==> config.mk <==
export PLATFORM = sky130hd
export DESIGN_NAME = csr_unit_top
export DESIGN_NICKNAME = d
export VERILOG_FILES = /design/src/verilog/csr_pkg.sv /design/src/verilog/csr_decode.sv /design/src/verilog/csr_execute.sv /design/src/verilog/csr_file.sv /design/src/verilog/csr_result.sv /design/src/verilog/csr_unit_top.sv
export SDC_FILE = /design/constraint.sdc
export NUM_CORES = 1
export LEC_CHECK = 0
export BUFFER_PORTS_ARGS = -buffer_cell sky130_fd_sc_hd__clkbuf_2
export CAP_MARGIN = 25
export CORE_MARGIN = 5
export CORE_UTILIZATION = 40
export CTS_CLUSTER_SIZE = 8
export DETAILED_ROUTE_END_ITERATION = 8
export SYNTH_ARGS = -nofsm -noshare
export SYNTH_HDL_FRONTEND = slang
export SYNTH_SLANG_ARGS = --single-unit
==> constraint.sdc <==
create_clock -name clk -period 7.05 [get_ports clk]
set_clock_uncertainty 0.1 [all_clocks]
set_input_delay 1.0575 -clock clk [delete_from_list [all_inputs] [get_ports clk]]
set_output_delay 1.0575 -clock clk [all_outputs]
set_load 0.005 [all_outputs]
==> src/verilog/csr_pkg.sv <==
package csr_pkg;

  localparam int xlen = 32;

  typedef enum logic [2:0] {
    csr_none = 3'd0,
    csr_rw   = 3'd1,
    csr_rs   = 3'd2,
    csr_rc   = 3'd3
  } csr_op_t;

  // machine csr addresses
  localparam logic [11:0] csr_addr_misa      = 12'h301;
  localparam logic [11:0] csr_addr_mvendorid = 12'hf11;
  localparam logic [11:0] csr_addr_marchid   = 12'hf12;
  localparam logic [11:0] csr_addr_mimpid    = 12'hf13;
  localparam logic [11:0] csr_addr_mhartid   = 12'hf14;
  localparam logic [11:0] csr_addr_mstatus   = 12'h300;
  localparam logic [11:0] csr_addr_mie       = 12'h304;
  localparam logic [11:0] csr_addr_mtvec     = 12'h305;
  localparam logic [11:0] csr_addr_mscratch  = 12'h340;
  localparam logic [11:0] csr_addr_mepc      = 12'h341;
  localparam logic [11:0] csr_addr_mcause    = 12'h342;
  localparam logic [11:0] csr_addr_mtval     = 12'h343;
  localparam logic [11:0] csr_addr_mip       = 12'h344;
  localparam logic [11:0] csr_addr_mcycle    = 12'hb00;
  localparam logic [11:0] csr_addr_mcycleh   = 12'hb80;
  localparam logic [11:0] csr_addr_minstret  = 12'hb02;
  localparam logic [11:0] csr_addr_minstreth = 12'hb82;

  localparam logic [6:0] opcode_system = 7'b1110011;

  localparam logic [2:0] funct3_priv   = 3'b000;
  localparam logic [2:0] funct3_csrrw  = 3'b001;
  localparam logic [2:0] funct3_csrrs  = 3'b010;
  localparam logic [2:0] funct3_csrrc  = 3'b011;
  localparam logic [2:0] funct3_csrrwi = 3'b101;
  localparam logic [2:0] funct3_csrrsi = 3'b110;
  localparam logic [2:0] funct3_csrrci = 3'b111;

  localparam logic [11:0] funct12_ecall  = 12'h000;
  localparam logic [11:0] funct12_ebreak = 12'h001;
  localparam logic [11:0] funct12_mret   = 12'h302;

  localparam logic [3:0] cause_illegal    = 4'd2;
  localparam logic [3:0] cause_breakpoint = 4'd3;
  localparam logic [3:0] cause_ecall_m    = 4'd11;

  localparam logic [3:0] irq_mach_soft   = 4'd3;
  localparam logic [3:0] irq_mach_timer  = 4'd7;
  localparam logic [3:0] irq_mach_extern = 4'd11;

  localparam logic [1:0] u_mode = 2'b00;
  localparam logic [1:0] m_mode = 2'b11;

  // mxl=1, extensions i m f c
  localparam logic [31:0] misa_value = 32'h4000_1124;

  localparam logic [31:0] mtvec_reset = 32'h0000_0000;
  localparam logic [1:0]  mpp_reset   = m_mode;

endpackage

==> src/verilog/csr_decode.sv <==
`timescale 1ns/1ps

module csr_decode (
  input  logic                      instr_valid,
  input  logic [csr_pkg::xlen-1:0]  instr,
  output csr_pkg::csr_op_t          csr_op,
  output logic                      use_imm,
  output logic                      rs1_nonzero,
  output logic                      csr_rd_en,
  output logic                      exc_req,
  output logic                      mret_req,
  output logic [4:0]                zimm,
  output logic [4:0]                rd_addr,
  output logic [11:0]               csr_addr,
  output logic [3:0]                exc_cause
);

  logic [6:0]  opcode;
  logic [2:0]  funct3;
  logic [11:0] funct12;

  assign opcode      = instr[6:0];
  assign funct3      = instr[14:12];
  assign funct12     = instr[31:20];
  assign rd_addr     = instr[11:7];
  assign csr_addr    = instr[31:20];
  assign zimm        = instr[19:15];   // rs1 field doubles as uimm
  assign rs1_nonzero = |instr[19:15];
  assign use_imm     = funct3[2];

  always_comb begin
    csr_op    = csr_pkg::csr_none;
    csr_rd_en = 1'b0;
    exc_req   = 1'b0;
    mret_req  = 1'b0;
    exc_cause = csr_pkg::cause_illegal;
    if (instr_valid) begin
      if (opcode == csr_pkg::opcode_system) begin
        case (funct3)
          csr_pkg::funct3_priv: begin
            case (funct12)
              csr_pkg::funct12_ecall: begin
                exc_req   = 1'b1;
                exc_cause = csr_pkg::cause_ecall_m;
              end
              csr_pkg::funct12_ebreak: begin
                exc_req   = 1'b1;
                exc_cause = csr_pkg::cause_breakpoint;
              end
              csr_pkg::funct12_mret: mret_req = 1'b1;
              default: exc_req = 1'b1;
            endcase
          end
          csr_pkg::funct3_csrrw, csr_pkg::funct3_csrrwi: begin
            csr_op    = csr_pkg::csr_rw;
            csr_rd_en = |instr[11:7];   // no csr read side effect for rd=x0
          end
          csr_pkg::funct3_csrrs, csr_pkg::funct3_csrrsi: begin
            csr_op    = csr_pkg::csr_rs;
            csr_rd_en = 1'b1;
          end
          csr_pkg::funct3_csrrc, csr_pkg::funct3_csrrci: begin
            csr_op    = csr_pkg::csr_rc;
            csr_rd_en = 1'b1;
          end
          default: exc_req = 1'b1;
        endcase
      end else begin
        exc_req = 1'b1;   // only SYSTEM instructions reach this unit
      end
    end
  end

endmodule

==> src/verilog/csr_execute.sv <==
`timescale 1ns/1ps

module csr_execute (
  input  csr_pkg::csr_op_t          csr_op,
  input  logic                      use_imm,
  input  logic                      rs1_nonzero,
  input  logic [4:0]                zimm,
  input  logic [csr_pkg::xlen-1:0]  rs1_data,
  input  logic [csr_pkg::xlen-1:0]  csr_rdata,
  output logic                      csr_wen,
  output logic [csr_pkg::xlen-1:0]  csr_wdata
);

  logic [csr_pkg::xlen-1:0] operand;

  assign operand = use_imm ? {{(csr_pkg::xlen-5){1'b0}}, zimm} : rs1_data;

  always_comb begin
    csr_wen   = 1'b0;
    csr_wdata = csr_rdata;
    case (csr_op)
      csr_pkg::csr_rw: begin
        csr_wen   = 1'b1;
        csr_wdata = operand;
      end
      csr_pkg::csr_rs: begin
        csr_wen   = rs1_nonzero;   // csrrs x0 is a pure read
        csr_wdata = csr_rdata | operand;
      end
      csr_pkg::csr_rc: begin
        csr_wen   = rs1_nonzero;
        csr_wdata = csr_rdata & ~operand;
      end
      default: begin
        csr_wen   = 1'b0;
        csr_wdata = csr_rdata;
      end
    endcase
  end

endmodule

==> src/verilog/csr_file.sv <==
`timescale 1ns/1ps

module csr_file (
  input  logic                      clk,
  input  logic                      rst,
  input  logic                      instr_valid,
  input  logic [csr_pkg::xlen-1:0]  pc,
  input  logic [11:0]               csr_addr,
  input  logic                      csr_wen,
  input  logic [csr_pkg::xlen-1:0]  csr_wdata,
  input  logic                      exc_req,
  input  logic                      mret_req,
  input  logic [3:0]                exc_cause,
  input  logic                      meip,
  input  logic                      mtip,
  input  logic                      msip,
  output logic [csr_pkg::xlen-1:0]  csr_rdata,
  output logic                      trap_take,
  output logic                      trap,
  output logic                      mret,
  output logic [csr_pkg::xlen-1:0]  trap_vector,
  output logic [csr_pkg::xlen-1:0]  mepc
);

  logic                       st_mie;
  logic                       st_mpie;
  logic [1:0]                 st_mpp;
  logic [1:0]                 st_fs;
  logic                       ie_meie;
  logic                       ie_mtie;
  logic                       ie_msie;
  logic                       ip_meip;
  logic                       ip_mtip;
  logic                       ip_msip;
  logic [csr_pkg::xlen-1:0]   mtvec;
  logic [csr_pkg::xlen-1:0]   mscratch;
  logic [csr_pkg::xlen-1:0]   mcause;
  logic [csr_pkg::xlen-1:0]   mtval;
  logic [2*csr_pkg::xlen-1:0] mcycle;
  logic [2*csr_pkg::xlen-1:0] minstret;
  logic [csr_pkg::xlen-1:0]   trap_cause;
  logic                       wr_en;

  // exception first, then external, timer, software
  always_comb begin
    trap_take  = 1'b0;
    trap_cause = {28'h0, exc_cause};
    if (st_mie) begin
      if (exc_req) begin
        trap_take = 1'b1;
      end else if (instr_valid && ie_meie && ip_meip) begin
        trap_take  = 1'b1;
        trap_cause = {1'b1, 27'h0, csr_pkg::irq_mach_extern};
      end else if (instr_valid && ie_mtie && ip_mtip) begin
        trap_take  = 1'b1;
        trap_cause = {1'b1, 27'h0, csr_pkg::irq_mach_timer};
      end else if (instr_valid && ie_msie && ip_msip) begin
        trap_take  = 1'b1;
        trap_cause = {1'b1, 27'h0, csr_pkg::irq_mach_soft};
      end
    end
  end

  assign wr_en = csr_wen && !trap_take;

  always_comb begin
    case (csr_addr)
      csr_pkg::csr_addr_misa:      csr_rdata = csr_pkg::misa_value;
      csr_pkg::csr_addr_mstatus:   csr_rdata = {(st_fs == 2'b11), 16'h0, st_fs, st_mpp,
                                                3'b000, st_mpie, 3'b000, st_mie, 3'b000};
      csr_pkg::csr_addr_mie:       csr_rdata = {20'h0, ie_meie, 3'b000, ie_mtie, 3'b000,
                                                ie_msie, 3'b000};
      csr_pkg::csr_addr_mip:       csr_rdata = {20'h0, ip_meip, 3'b000, ip_mtip, 3'b000,
                                                ip_msip, 3'b000};
      csr_pkg::csr_addr_mtvec:     csr_rdata = mtvec;
      csr_pkg::csr_addr_mscratch:  csr_rdata = mscratch;
      csr_pkg::csr_addr_mepc:      csr_rdata = mepc;
      csr_pkg::csr_addr_mcause:    csr_rdata = mcause;
      csr_pkg::csr_addr_mtval:     csr_rdata = mtval;
      csr_pkg::csr_addr_mcycle:    csr_rdata = mcycle[csr_pkg::xlen-1:0];
      csr_pkg::csr_addr_mcycleh:   csr_rdata = mcycle[2*csr_pkg::xlen-1:csr_pkg::xlen];
      csr_pkg::csr_addr_minstret:  csr_rdata = minstret[csr_pkg::xlen-1:0];
      csr_pkg::csr_addr_minstreth: csr_rdata = minstret[2*csr_pkg::xlen-1:csr_pkg::xlen];
      default:                     csr_rdata = '0;   // id registers read zero
    endcase
  end

  always_ff @(posedge clk) begin
    if (!rst) begin
      st_mie   <= 1'b0;
      st_mpie  <= 1'b0;
      st_mpp   <= csr_pkg::mpp_reset;
      st_fs    <= 2'b00;
      ie_meie  <= 1'b0;
      ie_mtie  <= 1'b0;
      ie_msie  <= 1'b0;
      ip_meip  <= 1'b0;
      ip_mtip  <= 1'b0;
      ip_msip  <= 1'b0;
      mtvec    <= csr_pkg::mtvec_reset;
      mcycle   <= '0;
      minstret <= '0;
      trap     <= 1'b0;
      mret     <= 1'b0;
    end else begin
      ip_meip <= meip;
      ip_mtip <= mtip;
      ip_msip <= msip;
      mcycle  <= mcycle + 1'b1;
      trap    <= trap_take;
      mret    <= mret_req && !trap_take;
      if (instr_valid && !trap_take) begin
        minstret <= minstret + 1'b1;
      end
      if (wr_en) begin
        case (csr_addr)
          csr_pkg::csr_addr_mstatus: begin
            st_fs   <= csr_wdata[14:13];
            st_mpie <= csr_wdata[7];
            st_mie  <= csr_wdata[3];
            if (csr_wdata[12:11] == csr_pkg::m_mode || csr_wdata[12:11] == csr_pkg::u_mode) begin
              st_mpp <= csr_wdata[12:11];
            end
          end
          csr_pkg::csr_addr_mie: begin
            ie_meie <= csr_wdata[11];
            ie_mtie <= csr_wdata[7];
            ie_msie <= csr_wdata[3];
          end
          csr_pkg::csr_addr_mtvec:     mtvec <= csr_wdata;
          csr_pkg::csr_addr_mcycle:    mcycle[csr_pkg::xlen-1:0] <= csr_wdata;
          csr_pkg::csr_addr_mcycleh:   mcycle[2*csr_pkg::xlen-1:csr_pkg::xlen] <= csr_wdata;
          csr_pkg::csr_addr_minstret:  minstret[csr_pkg::xlen-1:0] <= csr_wdata;
          csr_pkg::csr_addr_minstreth: minstret[2*csr_pkg::xlen-1:csr_pkg::xlen] <= csr_wdata;
          default: ;
        endcase
      end
      if (trap_take) begin
        st_mpie <= st_mie;
        st_mie  <= 1'b0;
      end else if (mret_req) begin
        st_mie  <= st_mpie;
        st_mpie <= 1'b0;
      end
    end
  end

  always_ff @(posedge clk) begin
    if (trap_take) begin
      mepc   <= pc;
      mtval  <= '0;
      mcause <= trap_cause;
    end else if (wr_en) begin
      case (csr_addr)
        csr_pkg::csr_addr_mscratch: mscratch <= csr_wdata;
        csr_pkg::csr_addr_mepc:     mepc <= csr_wdata;
        csr_pkg::csr_addr_mcause:   mcause <= csr_wdata;
        csr_pkg::csr_addr_mtval:    mtval <= csr_wdata;
        default: ;
      endcase
    end
  end

  // vectored mode adds 4*cause to the base
  assign trap_vector = (mtvec[1:0] == 2'b01) ?
      {mtvec[csr_pkg::xlen-1:2] + {{(csr_pkg::xlen-6){1'b0}}, mcause[3:0]}, 2'b00} :
      {mtvec[csr_pkg::xlen-1:2], 2'b00};

endmodule

==> src/verilog/csr_result.sv <==
`timescale 1ns/1ps

module csr_result (
  input  logic                      clk,
  input  logic                      rst,
  input  logic                      instr_valid,
  input  logic                      csr_rd_en,
  input  logic                      trap_take,
  input  logic [4:0]                rd_addr_in,
  input  logic [csr_pkg::xlen-1:0]  csr_rdata,
  input  logic                      trap,
  input  logic                      mret,
  input  logic [csr_pkg::xlen-1:0]  trap_vector,
  input  logic [csr_pkg::xlen-1:0]  mepc,
  output logic                      rd_we,
  output logic [4:0]                rd_addr,
  output logic [csr_pkg::xlen-1:0]  rd_data,
  output logic                      redirect,
  output logic [csr_pkg::xlen-1:0]  redirect_pc
);

  always_ff @(posedge clk) begin
    if (!rst) begin
      rd_we <= 1'b0;
    end else begin
      rd_we <= instr_valid && csr_rd_en && !trap_take && (rd_addr_in != 5'd0);
    end
  end

  always_ff @(posedge clk) begin
    rd_addr <= rd_addr_in;
    rd_data <= csr_rdata;   // old csr value
  end

  // trap and mret already arrive one cycle after the instruction
  assign redirect    = trap | mret;
  assign redirect_pc = trap ? trap_vector : mepc;

endmodule

==> src/verilog/csr_unit_top.sv <==
`timescale 1ns/1ps

module csr_unit_top (
  input  logic                      clk,
  input  logic                      rst,
  input  logic                      instr_valid,
  input  logic [csr_pkg::xlen-1:0]  instr,
  input  logic [csr_pkg::xlen-1:0]  rs1_data,
  input  logic [csr_pkg::xlen-1:0]  pc,
  input  logic                      meip,
  input  logic                      mtip,
  input  logic                      msip,
  output logic                      rd_we,
  output logic [4:0]                rd_addr,
  output logic [csr_pkg::xlen-1:0]  rd_data,
  output logic                      redirect,
  output logic [csr_pkg::xlen-1:0]  redirect_pc
);

  csr_pkg::csr_op_t          csr_op;
  logic                      use_imm;
  logic                      rs1_nonzero;
  logic                      csr_rd_en;
  logic                      exc_req;
  logic                      mret_req;
  logic [4:0]                zimm;
  logic [4:0]                dec_rd_addr;
  logic [11:0]               csr_addr;
  logic [3:0]                exc_cause;
  logic                      csr_wen;
  logic [csr_pkg::xlen-1:0]  csr_wdata;
  logic [csr_pkg::xlen-1:0]  csr_rdata;
  logic                      trap_take;
  logic                      trap;
  logic                      mret;
  logic [csr_pkg::xlen-1:0]  trap_vector;
  logic [csr_pkg::xlen-1:0]  mepc;

  csr_decode u_csr_decode (
    .instr_valid (instr_valid),
    .instr       (instr),
    .csr_op      (csr_op),
    .use_imm     (use_imm),
    .rs1_nonzero (rs1_nonzero),
    .csr_rd_en   (csr_rd_en),
    .exc_req     (exc_req),
    .mret_req    (mret_req),
    .zimm        (zimm),
    .rd_addr     (dec_rd_addr),
    .csr_addr    (csr_addr),
    .exc_cause   (exc_cause)
  );

  csr_execute u_csr_execute (
    .csr_op      (csr_op),
    .use_imm     (use_imm),
    .rs1_nonzero (rs1_nonzero),
    .zimm        (zimm),
    .rs1_data    (rs1_data),
    .csr_rdata   (csr_rdata),
    .csr_wen     (csr_wen),
    .csr_wdata   (csr_wdata)
  );

  csr_file u_csr_file (
    .clk         (clk),
    .rst         (rst),
    .instr_valid (instr_valid),
    .pc          (pc),
    .csr_addr    (csr_addr),
    .csr_wen     (csr_wen),
    .csr_wdata   (csr_wdata),
    .exc_req     (exc_req),
    .mret_req    (mret_req),
    .exc_cause   (exc_cause),
    .meip        (meip),
    .mtip        (mtip),
    .msip        (msip),
    .csr_rdata   (csr_rdata),
    .trap_take   (trap_take),
    .trap        (trap),
    .mret        (mret),
    .trap_vector (trap_vector),
    .mepc        (mepc)
  );

  csr_result u_csr_result (
    .clk         (clk),
    .rst         (rst),
    .instr_valid (instr_valid),
    .csr_rd_en   (csr_rd_en),
    .trap_take   (trap_take),
    .rd_addr_in  (dec_rd_addr),
    .csr_rdata   (csr_rdata),
    .trap        (trap),
    .mret        (mret),
    .trap_vector (trap_vector),
    .mepc        (mepc),
    .rd_we       (rd_we),
    .rd_addr     (rd_addr),
    .rd_data     (rd_data),
    .redirect    (redirect),
    .redirect_pc (redirect_pc)
  );

endmodule

==> summary.md <==
| Metric | Value |
|---|---|
| Later-pin clock latency in the skew report | `0.59 ns` |
| Post-Synthesis Cells | `2161` |
| Mapped cell area | `18700 um2` |
| Most frequent cells after synthesis | `dfxtp_1 (244), nor2_1 (207), nand2_1 (177)` |
| CTS H-tree depth | `2` |
| Largest family of logic cells by synthesized area | `simple AND/OR/NAND/NOR gates` |
| Synth warnings | `0` |
| Reg-to-reg startpoint | `u_csr_file.ip_meip` |
| Hold Worst Slack | `0.3511 ns` |
| Max Slew Vio Count | `0` |
| Setup tns final | `0 ns` |
| WHS Path Cells | `2` |
| Fmax | `0.2141 GHz` |
| Cell Rows | `79` |
| I/O Buffers | `between 150 and 200` |
| Number of flops mapped to enable cells by yosys | `96` |
| Drt drc | `0` |
| Synth Area in Compound Gates | `0.1858` |
| Starting Density | `0.4033` |
| # hold bufs at CTS | `0` |
| Multi-input logic area | `10180 um2` |
| CTS tree | `done` |
| # IOs | `173` |
| P&R area growth vs syn | `15.92%` |
| Power per cell area | `201.1 nW/um2` |
| CTS max path bufs | `3` |
| Hold Vio Cnt, Final | `0` |
| Synth async-reset ratio | `0` |
| Cells after DPL | `2839` |
| Layout Nets | `~2400` |
| Hold WC Path Type | `register to register` |
| Post-synthesis sequential area ratio | `0.4155` |
| Worst reg2reg path endpoint | `u_csr_file.mtvec[18]` |
| Library cells used by synthesis | `92` |
| Largest net degree at the start of global routing | `63` |
| Grt ovf | `0` |
| P_leak | `0.008111 uW` |
| Post-CTS resize count | `0` |
| HP Start | `u_csr_file.mtval[2]` |
| Layout cells sized above 1 | `0.1577` |
| Met1 Usage GRT | `0.4455` |
| Clock tree root driver cell | `clkbuf_16` |
| DR iter-0 viols | `between 3000 and 4000` |
| Worst slew pin tran | `1.205 ns` |
| Met3 layer usage reported by global route | `0.08943` |
| Final Util | `0.4675` |
| Adder-cell area share of the yosys netlist | `0.005086` |
| Synth Flop Type | `dfxtp_1` |
| Worst Path Required | `around 5.9 ns` |
| Global placer's final weighted congestion | `~1` |
| Simple-gate share of the synthesized area | `0.2563` |
| Post-layout min period | `around 4.7 ns` |
| Final Cycle Share | `0.6624` |
| Crit path from | `u_csr_file.mtvec[0]` |
| Crit end category | `output pin` |
| Arr. time, crit path | `3.51 ns` |
| Core ar. | `46360 um2` |
| Multiplexer area fraction after synthesis | `0.01861` |
| Total Die Area | `51160 um2` |
| Post-Synth XOR/XNOR Area | `0.07168` |
| # fillers | `4512` |
| Gr usage total | `0.3264` |
| Setup-failing EPs final | `0` |
| Global routing usage on met2 | `0.4962` |
| Non-Filler Instances | `2921` |
| Number of diodes | `0` |
| Net Count, Synth | `roughly 2300` |
| Peak supply drop | `0.2013 mV` |
| Inserted Clock Buffers | `48` |
| Initial antenna violation count | `1` |
| Sequential cell area | `7769 um2` |
| CP max FO | `8` |
| Routed vias/inst | `6.503` |
| Gr busiest metal | `met2` |
| Status | `finished, final reports clean` |
| Startpoint types | `register` |
| Max_cap viols | `0` |
| Max-slew headroom | `0.1907` |
| Drt wl/cell | `roughly 30 um` |
| Power Total | `4359 uW` |
| WHS Endpoint | `u_csr_file.mtval[2]` |
| Antenna viol nets, final | `0` |
| CTS clk-pin slew, worst paths | `0.05 ns` |
| R2R depth | `7` |
| Dpl hpwl | `63.97 mm` |
| Yosys top cell by area | `dfxtp_1` |
| Yosys top cell area share | `0.2613` |
| Synth Area per Inst | `approximately 8.7 um2` |
| Top-count cell post-synth | `dfxtp_1` |
| Unrepaired setup endpoints after global routing | `false` |
| Largest cells by area after synthesis | `dfxtp_1 (26%), edfxtp_1 (15%), nor2_1 (4.2%), nand4_1 (3.7%), nand3_1 (3.7%)` |
| Drt pass-1 iters | `6` |
| R2R Setup Slk | `between 3 and 4 ns` |
| Type of the worst setup path | `register to output pin` |
| # Post-CTS Setup Buffers | `0` |
| Final wirelength | `86.99 mm` |
| Routed vias | `18990` |
| Yosys reg bits | `340` |
| Number of clock sinks | `340` |
| Vias in the first global route | `17600` |
| First-pass GRT wire length | `123.4 mm` |
| Die width | `226.2 um` |
| Die Y | `226.2 um` |
logic make-up (layout without fill, tap and decap cells):
| kind of cell | Yosys count | in the layout |
|---|---|---|
| buffers and inverters | 223 | 376 |
| DFF | 340 | 340 |
| AOI/OAI and AO/OA | 500 | 500 |
| xor gates and xnor gates | 153 | 153 |
| adders and majority gates | 7 | 7 |
| and+or+nand+nor | 906 | 906 |
| muxes | 32 | 32 |
power by group:
group	total, uW	switching [uW]	internal (uW)
clock network	2170	920	1250
logic	170	117	53.3
registers	2010	7.70	2010
total	4360	1050	3310
cells in the final DEF (no fill, tap or decap), drive strengths merged, types with 7 or more instances in the layout:
cell     count
a211oi      62
a21o        15
a21oi      120
a221oi       8
a222oi      18
a22o        15
a22oi       29
a31oi       12
a32oi        7
and2        33
and3        34
and4        24
buf         59
clkbuf     248
dfxtp      244
edfxtp      96
inv         67
mux2        12
mux2i       20
nand2      177
nand2b       8
nand3      139
nand4      112
nor2       207
nor2b       22
nor3        55
nor4        32
nor4b        8
o2111ai     16
o211a        7
o21ai       80
o22ai       41
o2bb2ai      8
o31ai       10
or2         13
or3         14
xnor2       75
xor2        78
per-stage QoR:
stage / worst slack, ns / cell area [um2]
6_report: 2.380 / 21670
5_1_grt: 2.265 / 21670
4_1_cts: 2.390 / 21630
3_5_place_dp: 1.921 / 20290
3_3_place_gp: 1.600 / 20210
2_1_floorplan: 1.789 / 18700
worst max path at each step:
stage	endpoint	slack (ns)	cells past startpoint
floorplan	u_csr_file.mcause[0]	1.79	5
global placement	u_csr_file.mepc[0]	1.60	9
detailed placement	u_csr_file.mcause[22]	1.92	7
CTS	redirect_pc[31]	2.39	8
global route	redirect_pc[28]	2.27	8
finish	redirect_pc[31]	2.38	8
metal layers:
layer,share of wire,up-vias
met5,0,-
met4,0.041,0
met2,0.43,1361
met3,0.13,218
met1,0.39,9135
li1,-,8280
area by class of cell:
type	instances	area share
multi-input combinational	1598	0.4700
sequential	340	0.3585
timing repair buffer	231	0.06345
clock buffer	76	0.06027
tap	607	0.03504
inverter	66	0.01143
clock inverter	3	0.001386
flip-flops by register name (all words and copies together) (netlist names), 2 cells and up:
name,count
u_csr_file.mcause,32
u_csr_result.rd_data,32
u_csr_file.mscratch,32
u_csr_file.mtvec,32
u_csr_file.st_mpp,2
u_csr_result.rd_addr,5
u_csr_file.mtval,32
u_csr_file.st_fs,2
u_csr_file.mcycle,64
u_csr_file.mepc,32
u_csr_file.minstret,64
worst max-delay path: stages, from the launching register on:
cell	delay (ns)
dfxtp_1	0.34
nor2b_1	0.70
nand4_1	0.42
nor4_1	0.36
buf_4	0.22
nand4_1	0.33
xor2_1	0.25
a21oi_1	0.16
clkbuf_2	0.13
No activity file was read; power rests on OpenSTA's default activity.
